<file path="src/hw/regAddr_config.svh">
`ifndef REGADDR_CONFIG_SVH
`define REGADDR_CONFIG_SVH

// ============================================================
// Register address path sizing
// ============================================================

// Architectural register index, r0 to r15
`define REG_IDX_W 4

// One-hot lines of the banked register file
`define PHYS_LINES 32

// CPSR mode field, bits 4 to 0
`define MODE_W 5

`endif
</file>
<file path="src/hw/regAddrPkg.sv">
`default_nettype none

`include "regAddr_config.svh"

package regAddrPkg;

  // Architectural index r0..r15
  typedef logic [`REG_IDX_W-1:0] regIdx_t;
  // One-hot physical select, all zero means no write
  typedef logic [`PHYS_LINES-1:0] physSel_t;
  // Binary line number inside the register file
  typedef logic [$clog2(`PHYS_LINES)-1:0] physLine_t;

  // Special architectural registers
  localparam regIdx_t REG_FIQ_FIRST = regIdx_t'(8);
  localparam regIdx_t REG_SP        = regIdx_t'(13);
  localparam regIdx_t REG_LR        = regIdx_t'(14);
  localparam regIdx_t REG_PC        = regIdx_t'(15);

  // ==========================================================
  // Banked line bases, user bank sits on lines 0..15
  // ==========================================================
  localparam physLine_t LINE_FIQ_R8  = physLine_t'(16);
  localparam physLine_t LINE_IRQ_R13 = physLine_t'(23);
  localparam physLine_t LINE_SVC_R13 = physLine_t'(25);
  localparam physLine_t LINE_ABT_R13 = physLine_t'(27);
  // Line 31 above this pair stays unused
  localparam physLine_t LINE_UND_R13 = physLine_t'(29);

endpackage

`default_nettype wire

</file>
<file path="src/hw/armModePkg.sv">
`default_nettype none

`include "regAddr_config.svh"

package armModePkg;

  // Processor mode as held in CPSR[4:0]
  typedef logic [`MODE_W-1:0] cpuMode_t;

  // Raw instruction word, decode and execute stages
  typedef logic [31:0] instr_t;

  // ==========================================================
  // Mode encodings
  // ==========================================================
  localparam cpuMode_t MODE_USR = 5'b10000;
  localparam cpuMode_t MODE_FIQ = 5'b10001;
  localparam cpuMode_t MODE_IRQ = 5'b10010;
  localparam cpuMode_t MODE_SVC = 5'b10011;
  localparam cpuMode_t MODE_ABT = 5'b10111;
  localparam cpuMode_t MODE_UND = 5'b11011;
  // Shares the user bank
  localparam cpuMode_t MODE_SYS = 5'b11111;

endpackage

`default_nettype wire

</file>
<file path="src/hw/addressPath.sv">
`timescale 1ns/10ps
`default_nettype none

module addressPath (
  input  logic                 clk,
  input  logic                 rstN,
  // Controller, decode stage
  input  armModePkg::instr_t   instrD,
  input  logic                 multSelD,
  input  logic                 aluSrcD,
  input  logic [1:0]           regSrcD,
  input  logic                 forceUserD,
  input  armModePkg::cpuMode_t modeW,
  // Controller, execute stage
  input  armModePkg::instr_t   instrE,
  input  logic                 writeMultLoE,
  // Hazard unit controls
  input  logic                 stallE,
  input  logic                 stallM,
  input  logic                 flushM,
  input  logic                 stallW,
  input  logic                 flushW,
  // Register file selects
  output regAddrPkg::physSel_t ra1D,
  output regAddrPkg::physSel_t ra2D,
  output regAddrPkg::physSel_t wa3W,
  // Hazard unit matches
  output logic                 match1EM,
  output logic                 match1EW,
  output logic                 match2EM,
  output logic                 match2EW,
  output logic                 match1DE,
  output logic                 match2DE
);

  import armModePkg::*;
  import regAddrPkg::*;

  // Decode stage
  cpuMode_t effModeD;
  regIdx_t  ra1IdxD;
  regIdx_t  ra2IdxD;
  regIdx_t  destIdxD;
  logic     ra2IsRegD;
  physSel_t wa3D;

  // Execute stage
  physSel_t ra1E;
  physSel_t ra2E;
  physSel_t wa3E;
  logic     ra2IsRegE;
  regIdx_t  rdLoIdxE;
  physSel_t rdLoE;
  physSel_t wa3MNext;

  // Memory stage
  physSel_t wa3M;

  // ==========================================================
  // Decode stage
  // ==========================================================
  operandSelect opSel_i (
    .instrD   (instrD),
    .multSelD (multSelD),
    .aluSrcD  (aluSrcD),
    .regSrcD  (regSrcD),
    .ra1Idx   (ra1IdxD),
    .ra2Idx   (ra2IdxD),
    .destIdx  (destIdxD),
    .ra2IsReg (ra2IsRegD)
  );

  // User-bank transfers ignore the current mode
  assign effModeD = forceUserD ? MODE_USR : modeW;

  bankedRegDecode ra1Dec_i  (.idx(ra1IdxD),  .mode(effModeD), .sel(ra1D));
  bankedRegDecode ra2Dec_i  (.idx(ra2IdxD),  .mode(effModeD), .sel(ra2D));
  bankedRegDecode destDec_i (.idx(destIdxD), .mode(effModeD), .sel(wa3D));

  // ==========================================================
  // Execute stage
  // ==========================================================
  // Stall holds, no flush on this boundary
  always_ff @(posedge clk) begin
    if (!rstN) begin
      ra1E      <= '0;
      ra2E      <= '0;
      wa3E      <= '0;
      ra2IsRegE <= 1'b0;
    end else if (!stallE) begin
      ra1E      <= ra1D;
      ra2E      <= ra2D;
      wa3E      <= wa3D;
      ra2IsRegE <= ra2IsRegD;
    end
  end

  // RdLo of a long multiply, from Rd field of instrE
  assign rdLoIdxE = instrE[15:12];

  bankedRegDecode rdLoDec_i (.idx(rdLoIdxE), .mode(modeW), .sel(rdLoE));

  // Second write of a long multiply replaces the carried destination
  assign wa3MNext = writeMultLoE ? rdLoE : wa3E;

  // ==========================================================
  // Memory stage
  // ==========================================================
  // Flush wins over stall
  always_ff @(posedge clk) begin
    if (!rstN || flushM) begin
      wa3M <= '0;
    end else if (!stallM) begin
      wa3M <= wa3MNext;
    end
  end

  // ==========================================================
  // Writeback stage
  // ==========================================================
  always_ff @(posedge clk) begin
    if (!rstN || flushW) begin
      wa3W <= '0;
    end else if (!stallW) begin
      wa3W <= wa3M;
    end
  end

  // Cross-stage matches for the hazard unit
  hazardCompare hazCmp_i (
    .ra1D      (ra1D),
    .ra2D      (ra2D),
    .ra1E      (ra1E),
    .ra2E      (ra2E),
    .wa3E      (wa3E),
    .wa3M      (wa3M),
    .wa3W      (wa3W),
    .ra2IsRegD (ra2IsRegD),
    .ra2IsRegE (ra2IsRegE),
    .match1EM  (match1EM),
    .match1EW  (match1EW),
    .match2EM  (match2EM),
    .match2EW  (match2EW),
    .match1DE  (match1DE),
    .match2DE  (match2DE)
  );

endmodule

`default_nettype wire

</file>
<file path="src/hw/hazardCompare.sv">
`timescale 1ns/10ps
`default_nettype none

module hazardCompare (
  input  regAddrPkg::physSel_t ra1D,
  input  regAddrPkg::physSel_t ra2D,
  input  regAddrPkg::physSel_t ra1E,
  input  regAddrPkg::physSel_t ra2E,
  input  regAddrPkg::physSel_t wa3E,
  input  regAddrPkg::physSel_t wa3M,
  input  regAddrPkg::physSel_t wa3W,
  input  logic                 ra2IsRegD,
  input  logic                 ra2IsRegE,
  output logic                 match1EM,
  output logic                 match1EW,
  output logic                 match2EM,
  output logic                 match2EW,
  output logic                 match1DE,
  output logic                 match2DE
);

  import regAddrPkg::*;

  // Shared set bit means same physical register
  // Zero selects from flushed stages never overlap
  function automatic logic overlap(input physSel_t a, input physSel_t b);
    return |(a & b);
  endfunction

  // ==========================================================
  // Forwarding into execute
  // ==========================================================
  assign match1EM = overlap(ra1E, wa3M);
  assign match1EW = overlap(ra1E, wa3W);
  // Immediate second operand must not forward
  assign match2EM = ra2IsRegE & overlap(ra2E, wa3M);
  assign match2EW = ra2IsRegE & overlap(ra2E, wa3W);

  // ==========================================================
  // Load-use, decode against execute
  // ==========================================================
  assign match1DE = overlap(ra1D, wa3E);
  assign match2DE = ra2IsRegD & overlap(ra2D, wa3E);

endmodule

`default_nettype wire

</file>
<file path="src/hw/operandSelect.sv">
`timescale 1ns/10ps
`default_nettype none

module operandSelect (
  input  armModePkg::instr_t  instrD,
  input  logic                multSelD,
  input  logic                aluSrcD,
  input  logic [1:0]          regSrcD,
  output regAddrPkg::regIdx_t ra1Idx,
  output regAddrPkg::regIdx_t ra2Idx,
  output regAddrPkg::regIdx_t destIdx,
  output logic                ra2IsReg
);

  import regAddrPkg::*;

  // Instruction register fields
  regIdx_t rmField;
  regIdx_t rsField;
  regIdx_t rdField;
  regIdx_t rnField;

  // ==========================================================
  // Field extraction
  // ==========================================================
  assign rmField = instrD[3:0];
  assign rsField = instrD[11:8];
  assign rdField = instrD[15:12];
  assign rnField = instrD[19:16];

  // ==========================================================
  // Read and write index selection
  // ==========================================================
  always_comb begin
    if (multSelD) begin
      // Multiply: Rm, Rs, Rd in bits 19:16
      ra1Idx  = rmField;
      ra2Idx  = rsField;
      destIdx = rnField;
    end else begin
      // PC as base for PC-relative forms
      ra1Idx  = regSrcD[0] ? REG_PC : rnField;
      // Rd read back for stores
      ra2Idx  = regSrcD[1] ? rdField : rmField;
      destIdx = rdField;
    end
  end

  // Second operand is a real register read, not an immediate
  assign ra2IsReg = ~multSelD & ~regSrcD[1] & ~aluSrcD;

endmodule

`default_nettype wire

</file>
<file path="src/hw/bankedRegDecode.sv">
`timescale 1ns/10ps
`default_nettype none

`include "regAddr_config.svh"

module bankedRegDecode (
  input  regAddrPkg::regIdx_t  idx,
  input  armModePkg::cpuMode_t mode,
  output regAddrPkg::physSel_t sel
);

  import armModePkg::*;
  import regAddrPkg::*;

  // Line count sanity, the select is exactly one bit per line
  localparam int LINE_COUNT = `PHYS_LINES;

  // Unbanked line, r0..r15 map straight through
  physLine_t userLine;
  // Offsets into the banked groups
  physLine_t fiqOffset;
  physLine_t privOffset;
  // Chosen physical line
  physLine_t line;
  // Index lies in the FIQ shadow range r8..r14
  logic      fiqBanked;
  // Index is r13 or r14
  logic      privBanked;

  // ==========================================================
  // Index classification
  // ==========================================================
  assign userLine   = physLine_t'(idx);
  assign fiqBanked  = (idx >= REG_FIQ_FIRST) && (idx <= REG_LR);
  assign privBanked = (idx == REG_SP) || (idx == REG_LR);

  // r8 at base, r14 at base plus 6
  assign fiqOffset  = physLine_t'(idx - REG_FIQ_FIRST);
  // r13 at base, r14 one above
  assign privOffset = physLine_t'(idx == REG_LR);

  // ==========================================================
  // Mode to line mapping
  // ==========================================================
  always_comb begin
    line = userLine;
    case (mode)
      // User and system share the base bank
      MODE_USR, MODE_SYS: line = userLine;
      MODE_FIQ: begin
        if (fiqBanked) begin
          line = LINE_FIQ_R8 + fiqOffset;
        end
      end
      MODE_IRQ: begin
        if (privBanked) begin
          line = LINE_IRQ_R13 + privOffset;
        end
      end
      MODE_SVC: begin
        if (privBanked) begin
          line = LINE_SVC_R13 + privOffset;
        end
      end
      MODE_ABT: begin
        if (privBanked) begin
          line = LINE_ABT_R13 + privOffset;
        end
      end
      MODE_UND: begin
        if (privBanked) begin
          line = LINE_UND_R13 + privOffset;
        end
      end
      // Unknown encodings fall back to the user bank
      default: line = userLine;
    endcase

    // One-hot expansion
    sel = '0;
    for (int i = 0; i < LINE_COUNT; i++) begin
      if (physLine_t'(i) == line) begin
        sel[i] = 1'b1;
      end
    end
  end

endmodule

`default_nettype wire

</file>
<file path="config.mk">
export PLATFORM = sky130hd
export DESIGN_NAME = addressPath
export DESIGN_NICKNAME = d
export VERILOG_FILES = /design/src/hw/regAddrPkg.sv /design/src/hw/armModePkg.sv /design/src/hw/addressPath.sv /design/src/hw/hazardCompare.sv /design/src/hw/operandSelect.sv /design/src/hw/bankedRegDecode.sv
export VERILOG_INCLUDE_DIRS = /design/src /design/src/hw
export SDC_FILE = /design/constraint.sdc
export NUM_CORES = 1
export LEC_CHECK = 0
export ABC_AREA = 1
export BUFFER_PORTS_ARGS = -buffer_cell sky130_fd_sc_hd__clkbuf_2
export CAP_MARGIN = 10
export CELL_PAD_IN_SITES_DETAIL_PLACEMENT = 1
export CELL_PAD_IN_SITES_GLOBAL_PLACEMENT = 2
export CORE_AREA = 2 2 153 192
export DETAILED_ROUTE_END_ITERATION = 7
export DIE_AREA = 0 0 155 194
export MAX_ROUTING_LAYER = met4
export PLACE_DENSITY_LB_ADDON = 0.08
export SLEW_MARGIN = 5
export SYNTH_ARGS = -nofsm -noshare
export SYNTH_HDL_FRONTEND = slang
export SYNTH_SLANG_ARGS = --single-unit
export TNS_END_PERCENT = 1
</file>
<file path="constraint.sdc">
create_clock -name clk -period 10.25 [get_ports clk]
set_input_delay 2.05 -clock clk [delete_from_list [all_inputs] [get_ports clk]]
set_output_delay 2.05 -clock clk [all_outputs]
set_load 0.005 [all_outputs]
</file>
==> results.json <==
{
  "cellLeakagePower_nw": 4.24,
  "r2r-end": "wa3M[14]",
  "synthCells": 1384,
  "whs_path_depth": 2,
  "finalWirelength_um": 41500,
  "wl_met1_um": 16800,
  "crit_family": "buffers and inverters",
  "drive_gt1_share_pct": 14.9,
  "power_density_nw_per_um2": 144,
  "drt_first_iter_violations": 577,
  "ctsHtreeMaxLevel": 4,
  "place.gp.congestion": 0.914,
  "start_util_pct": 31.6,
  "slowest_stage": "inv_1",
  "place_inst": 1815,
  "grt_start_max_net_pins": 77,
  "crit_top_cell": "nand2_1",
  "ant_nets": 0,
  "worstPathArrival_ns": 5.68,
  "cts_resized": 0,
  "io_buffer_count": 139,
  "ys.flop_type": "dfxtp_1",
  "antenna_found_initial": 0,
  "cp_max_fo": 32,
  "core_area_um2": 28200,
  "drt_pass1_iterations": 6,
  "cts.path.max_buffers": 2,
  "routed-wl-met3_um": 1610,
  "grt_pass1_wl_um": 62200,
  "setup_viol": 0,
  "reg2regPathDepth": 2,
  "rows": 69,
  "final_max_slew_viol_count": 0,
  "grt_pass1_vias": 10000,
  "clk_latency_ns": 0.46,
  "clock-sinks": 161,
  "topRoutingLayerUsed": "met4",
  "ys_seq_area_share_pct": 36.1,
  "fin_crit_ns": 7.73,
  "cp.buffers_inverters": 7,
  "synth_warnings": 0,
  "switchingPower_w": 0.000480,
  "synth_area_per_cell_um2": 6.44,
  "syn_area_um2": 8920,
  "vias_per_cell": 5.37,
  "layoutNonFillerInstCount": 1847,
  "synth.area.top_cells": "dfxtp_1 36%, nand2_1 16%, a21oi_1 11%, nor2_1 7.2%, inv_1 4.8%",
  "crit_type": "input pin to output port",
  "relSlewSlack_pct": 22.3,
  "cp-startpoint": "multSelD",
  "finClkSkew_ns": 0.0109,
  "path_cells": "clkbuf_2, inv_1, nand3_1, nand2_1, nand2_1, o31ai_1, inv_1, ha_1, nand2_1, nand2_1, buf_4, inv_1, buf_4, nand3_1, o21ai_1, nor2_1, nand2_1, nor2_1, a21oi_1, clkbuf_2",
  "n_antenna_cell": 0,
  "internal-power_w": 0.00101,
  "pin_count": 184,
  "tightest_slew_ns": 1.16,
  "crit_path_end_kind": "output port",
  "status": "complete, no violations",
  "dp_hpwl_um": 32100,
  "crit_path_start_kind": "input pin",
  "cts_hold_buf": 0,
  "via_count": 9920,
  "timing.rr.start": "wa3E[14]",
  "cp.required_ns": 8.20,
  "synth_top_area_cell": "dfxtp_1",
  "hold_viol": 0,
  "wl_met2_um": 21400,
  "ir_drop_uv": 85.5,
  "drc": 0,
  "die_w_um": 155,
  "cts_setup_buffers": 0,
  "cts_made_buffers": 17,
  "clockPowerShare_pct": 43.2,
  "yosys.area.top_type_share_pct": 36.1,
  "maxCapViolCount": 0,
  "fmax_mhz": 129,
  "yosys_register_bits": 161,
  "period_share_pct": 75.4,
  "min-delay-start": "ra2E[31]",
  "syn_nets": 1470,
  "path_clk_slew_ns": 0.07,
  "grt.total_usage_pct": 28.5,
  "finish.utilization_pct": 36.8,
  "async_flop_share_pct": 0,
  "rsz0062_at_grt": "no",
  "final.setup.tns_ns": 0,
  "ys_types": 52,
  "die-height_um": 194,
  "dieArea_um2": 30100,
  "max_stage_delay_ns": 0.41,
  "p_sw_share_pct": 32.1,
  "cts_tree": "done",
  "wl_per_cell_um": 22.5,
  "nNetsFinal": 1565,
  "area_delta_synth_final_pct": 16.6,
  "regToRegSetupSlack_ns": 9.33,
  "synth_enable_flop_cells": 0,
  "hold_path_end": "ra2E[31]",
  "fill_cells": 3694,
  "grt_overflow": 0,
  "combinationalPowerShare_pct": 12.9,
  "hp-class": "register to register",
  "p_seq_share_pct": 43.9,
  "root_buffer": "clkbuf_16"
}
-- power by group through the flow --
| stage | logic (W) | registers, W | clock network [W] |
|---|---|---|---|
| 2_1_floorplan | 0.000122 | 0.000661 | 0 |
| 3_3_place_gp | 0.000190 | 0.000670 | 0 |
| 3_5_place_dp | 0.000192 | 0.000670 | 0 |
| 4_1_cts | 0.000193 | 0.000656 | 0.000654 |
| 5_1_grt | 0.000213 | 0.000657 | 0.000680 |
| 6_report | 0.000192 | 0.000656 | 0.000645 |
-- layout make-up --
class | count | area [µm²] | share of cell area [%]
timing repair buffer | 145 | 743 | 7.15
tap | 355 | 444 | 4.27
sequential | 161 | 3220 | 31.0
clock inverter | 15 | 165 | 1.59
clock buffer | 17 | 425 | 4.09
inverter | 120 | 450 | 4.33
multi-input combinational | 1034 | 4940 | 47.6
-- stage by stage --
stage / worst slack (ns) / power (W) / hold slack, ns / area, µm²
after floorplan: 4.14 / 0.000784 / 0.445 / 8920
after global routing: 2.16 / 0.00155 / 0.503 / 10400
final: 2.52 / 0.00149 / 0.471 / 10400
after detailed placement: 2.55 / 0.000862 / 0.459 / 9800
after global placement: 2.63 / 0.000860 / 0.454 / 9800
after CTS: 2.54 / 0.00150 / 0.470 / 10400
-- registers in the layout, indices dropped and copies added (netlist names) --
register,flops
ra2E,32
wa3E,32
ra2IsRegE,1
ra1E,32
wa3W,32
wa3M,32
-- cells in the mapped netlist, drive strengths merged (15+ instances only) --
library cell and instances:
nor2 189, a21oi 193, buf 24, a221oi 17, dfxtp 161, nand2 387, nand3 54, o21ai 79
o22ai 17, clkbuf 45, nand4 40, a22o 15, inv 119
-- placed cells by master (no fill, tap or decap), types with 3 or more instances in the layout --
cell and count:
clkbuf_2 138, nand3_1 53, nand2_2 6, clkinv_8 4, dfxtp_1 161, nor3_1 7
o211ai_1 3, ha_1 4, o21ai_1 4, a221oi_1 17, inv_6 6, nor2_4 4
inv_2 8, nand4_1 40, a21oi_1 190, o22ai_1 16, nor2_1 172, nor2_2 12
clkbuf_16 17, o21ai_0 73, a211oi_2 4, nand2_1 381, a22o_1 15, buf_4 7
inv_1 111
-- how the worst max path moves through the flow --
stage                    end  slack [ns]  cells after the start
global route        match2DE        2.16                     20
detailed placement  match2DE        2.55                     20
floorplan           match1DE        4.14                     18
CTS                 match2DE        2.54                     20
finish              match2DE        2.52                     20
global placement    match1DE        2.63                     18
-- metal layers --
| metal | vias to the layer above | GRT usage [%] |
|---|---|---|
| li1 | 4817 | - |
| met1 | 4776 | 32.0 |
| met2 | 261 | 50.3 |
| met3 | 66 | 4.29 |
| met4 | 0 | 11.2 |
| met5 | - | - |
-- cells by family after synthesis --
group	after synthesis	share of synthesized area [%]
simple gates	684	32.1
fa+ha+maj	4	0.561
compound gates	346	22.8
buf+inv	189	8.42
flops	161	36.1
-- tightest hold or removal path, cell delays in order, from the launching register on --
cell	delay [ns]
dfxtp_1	0.31
nand2_1	0.06
a21oi_1	0.05
No activity file was read; power rests on OpenSTA's default activity.
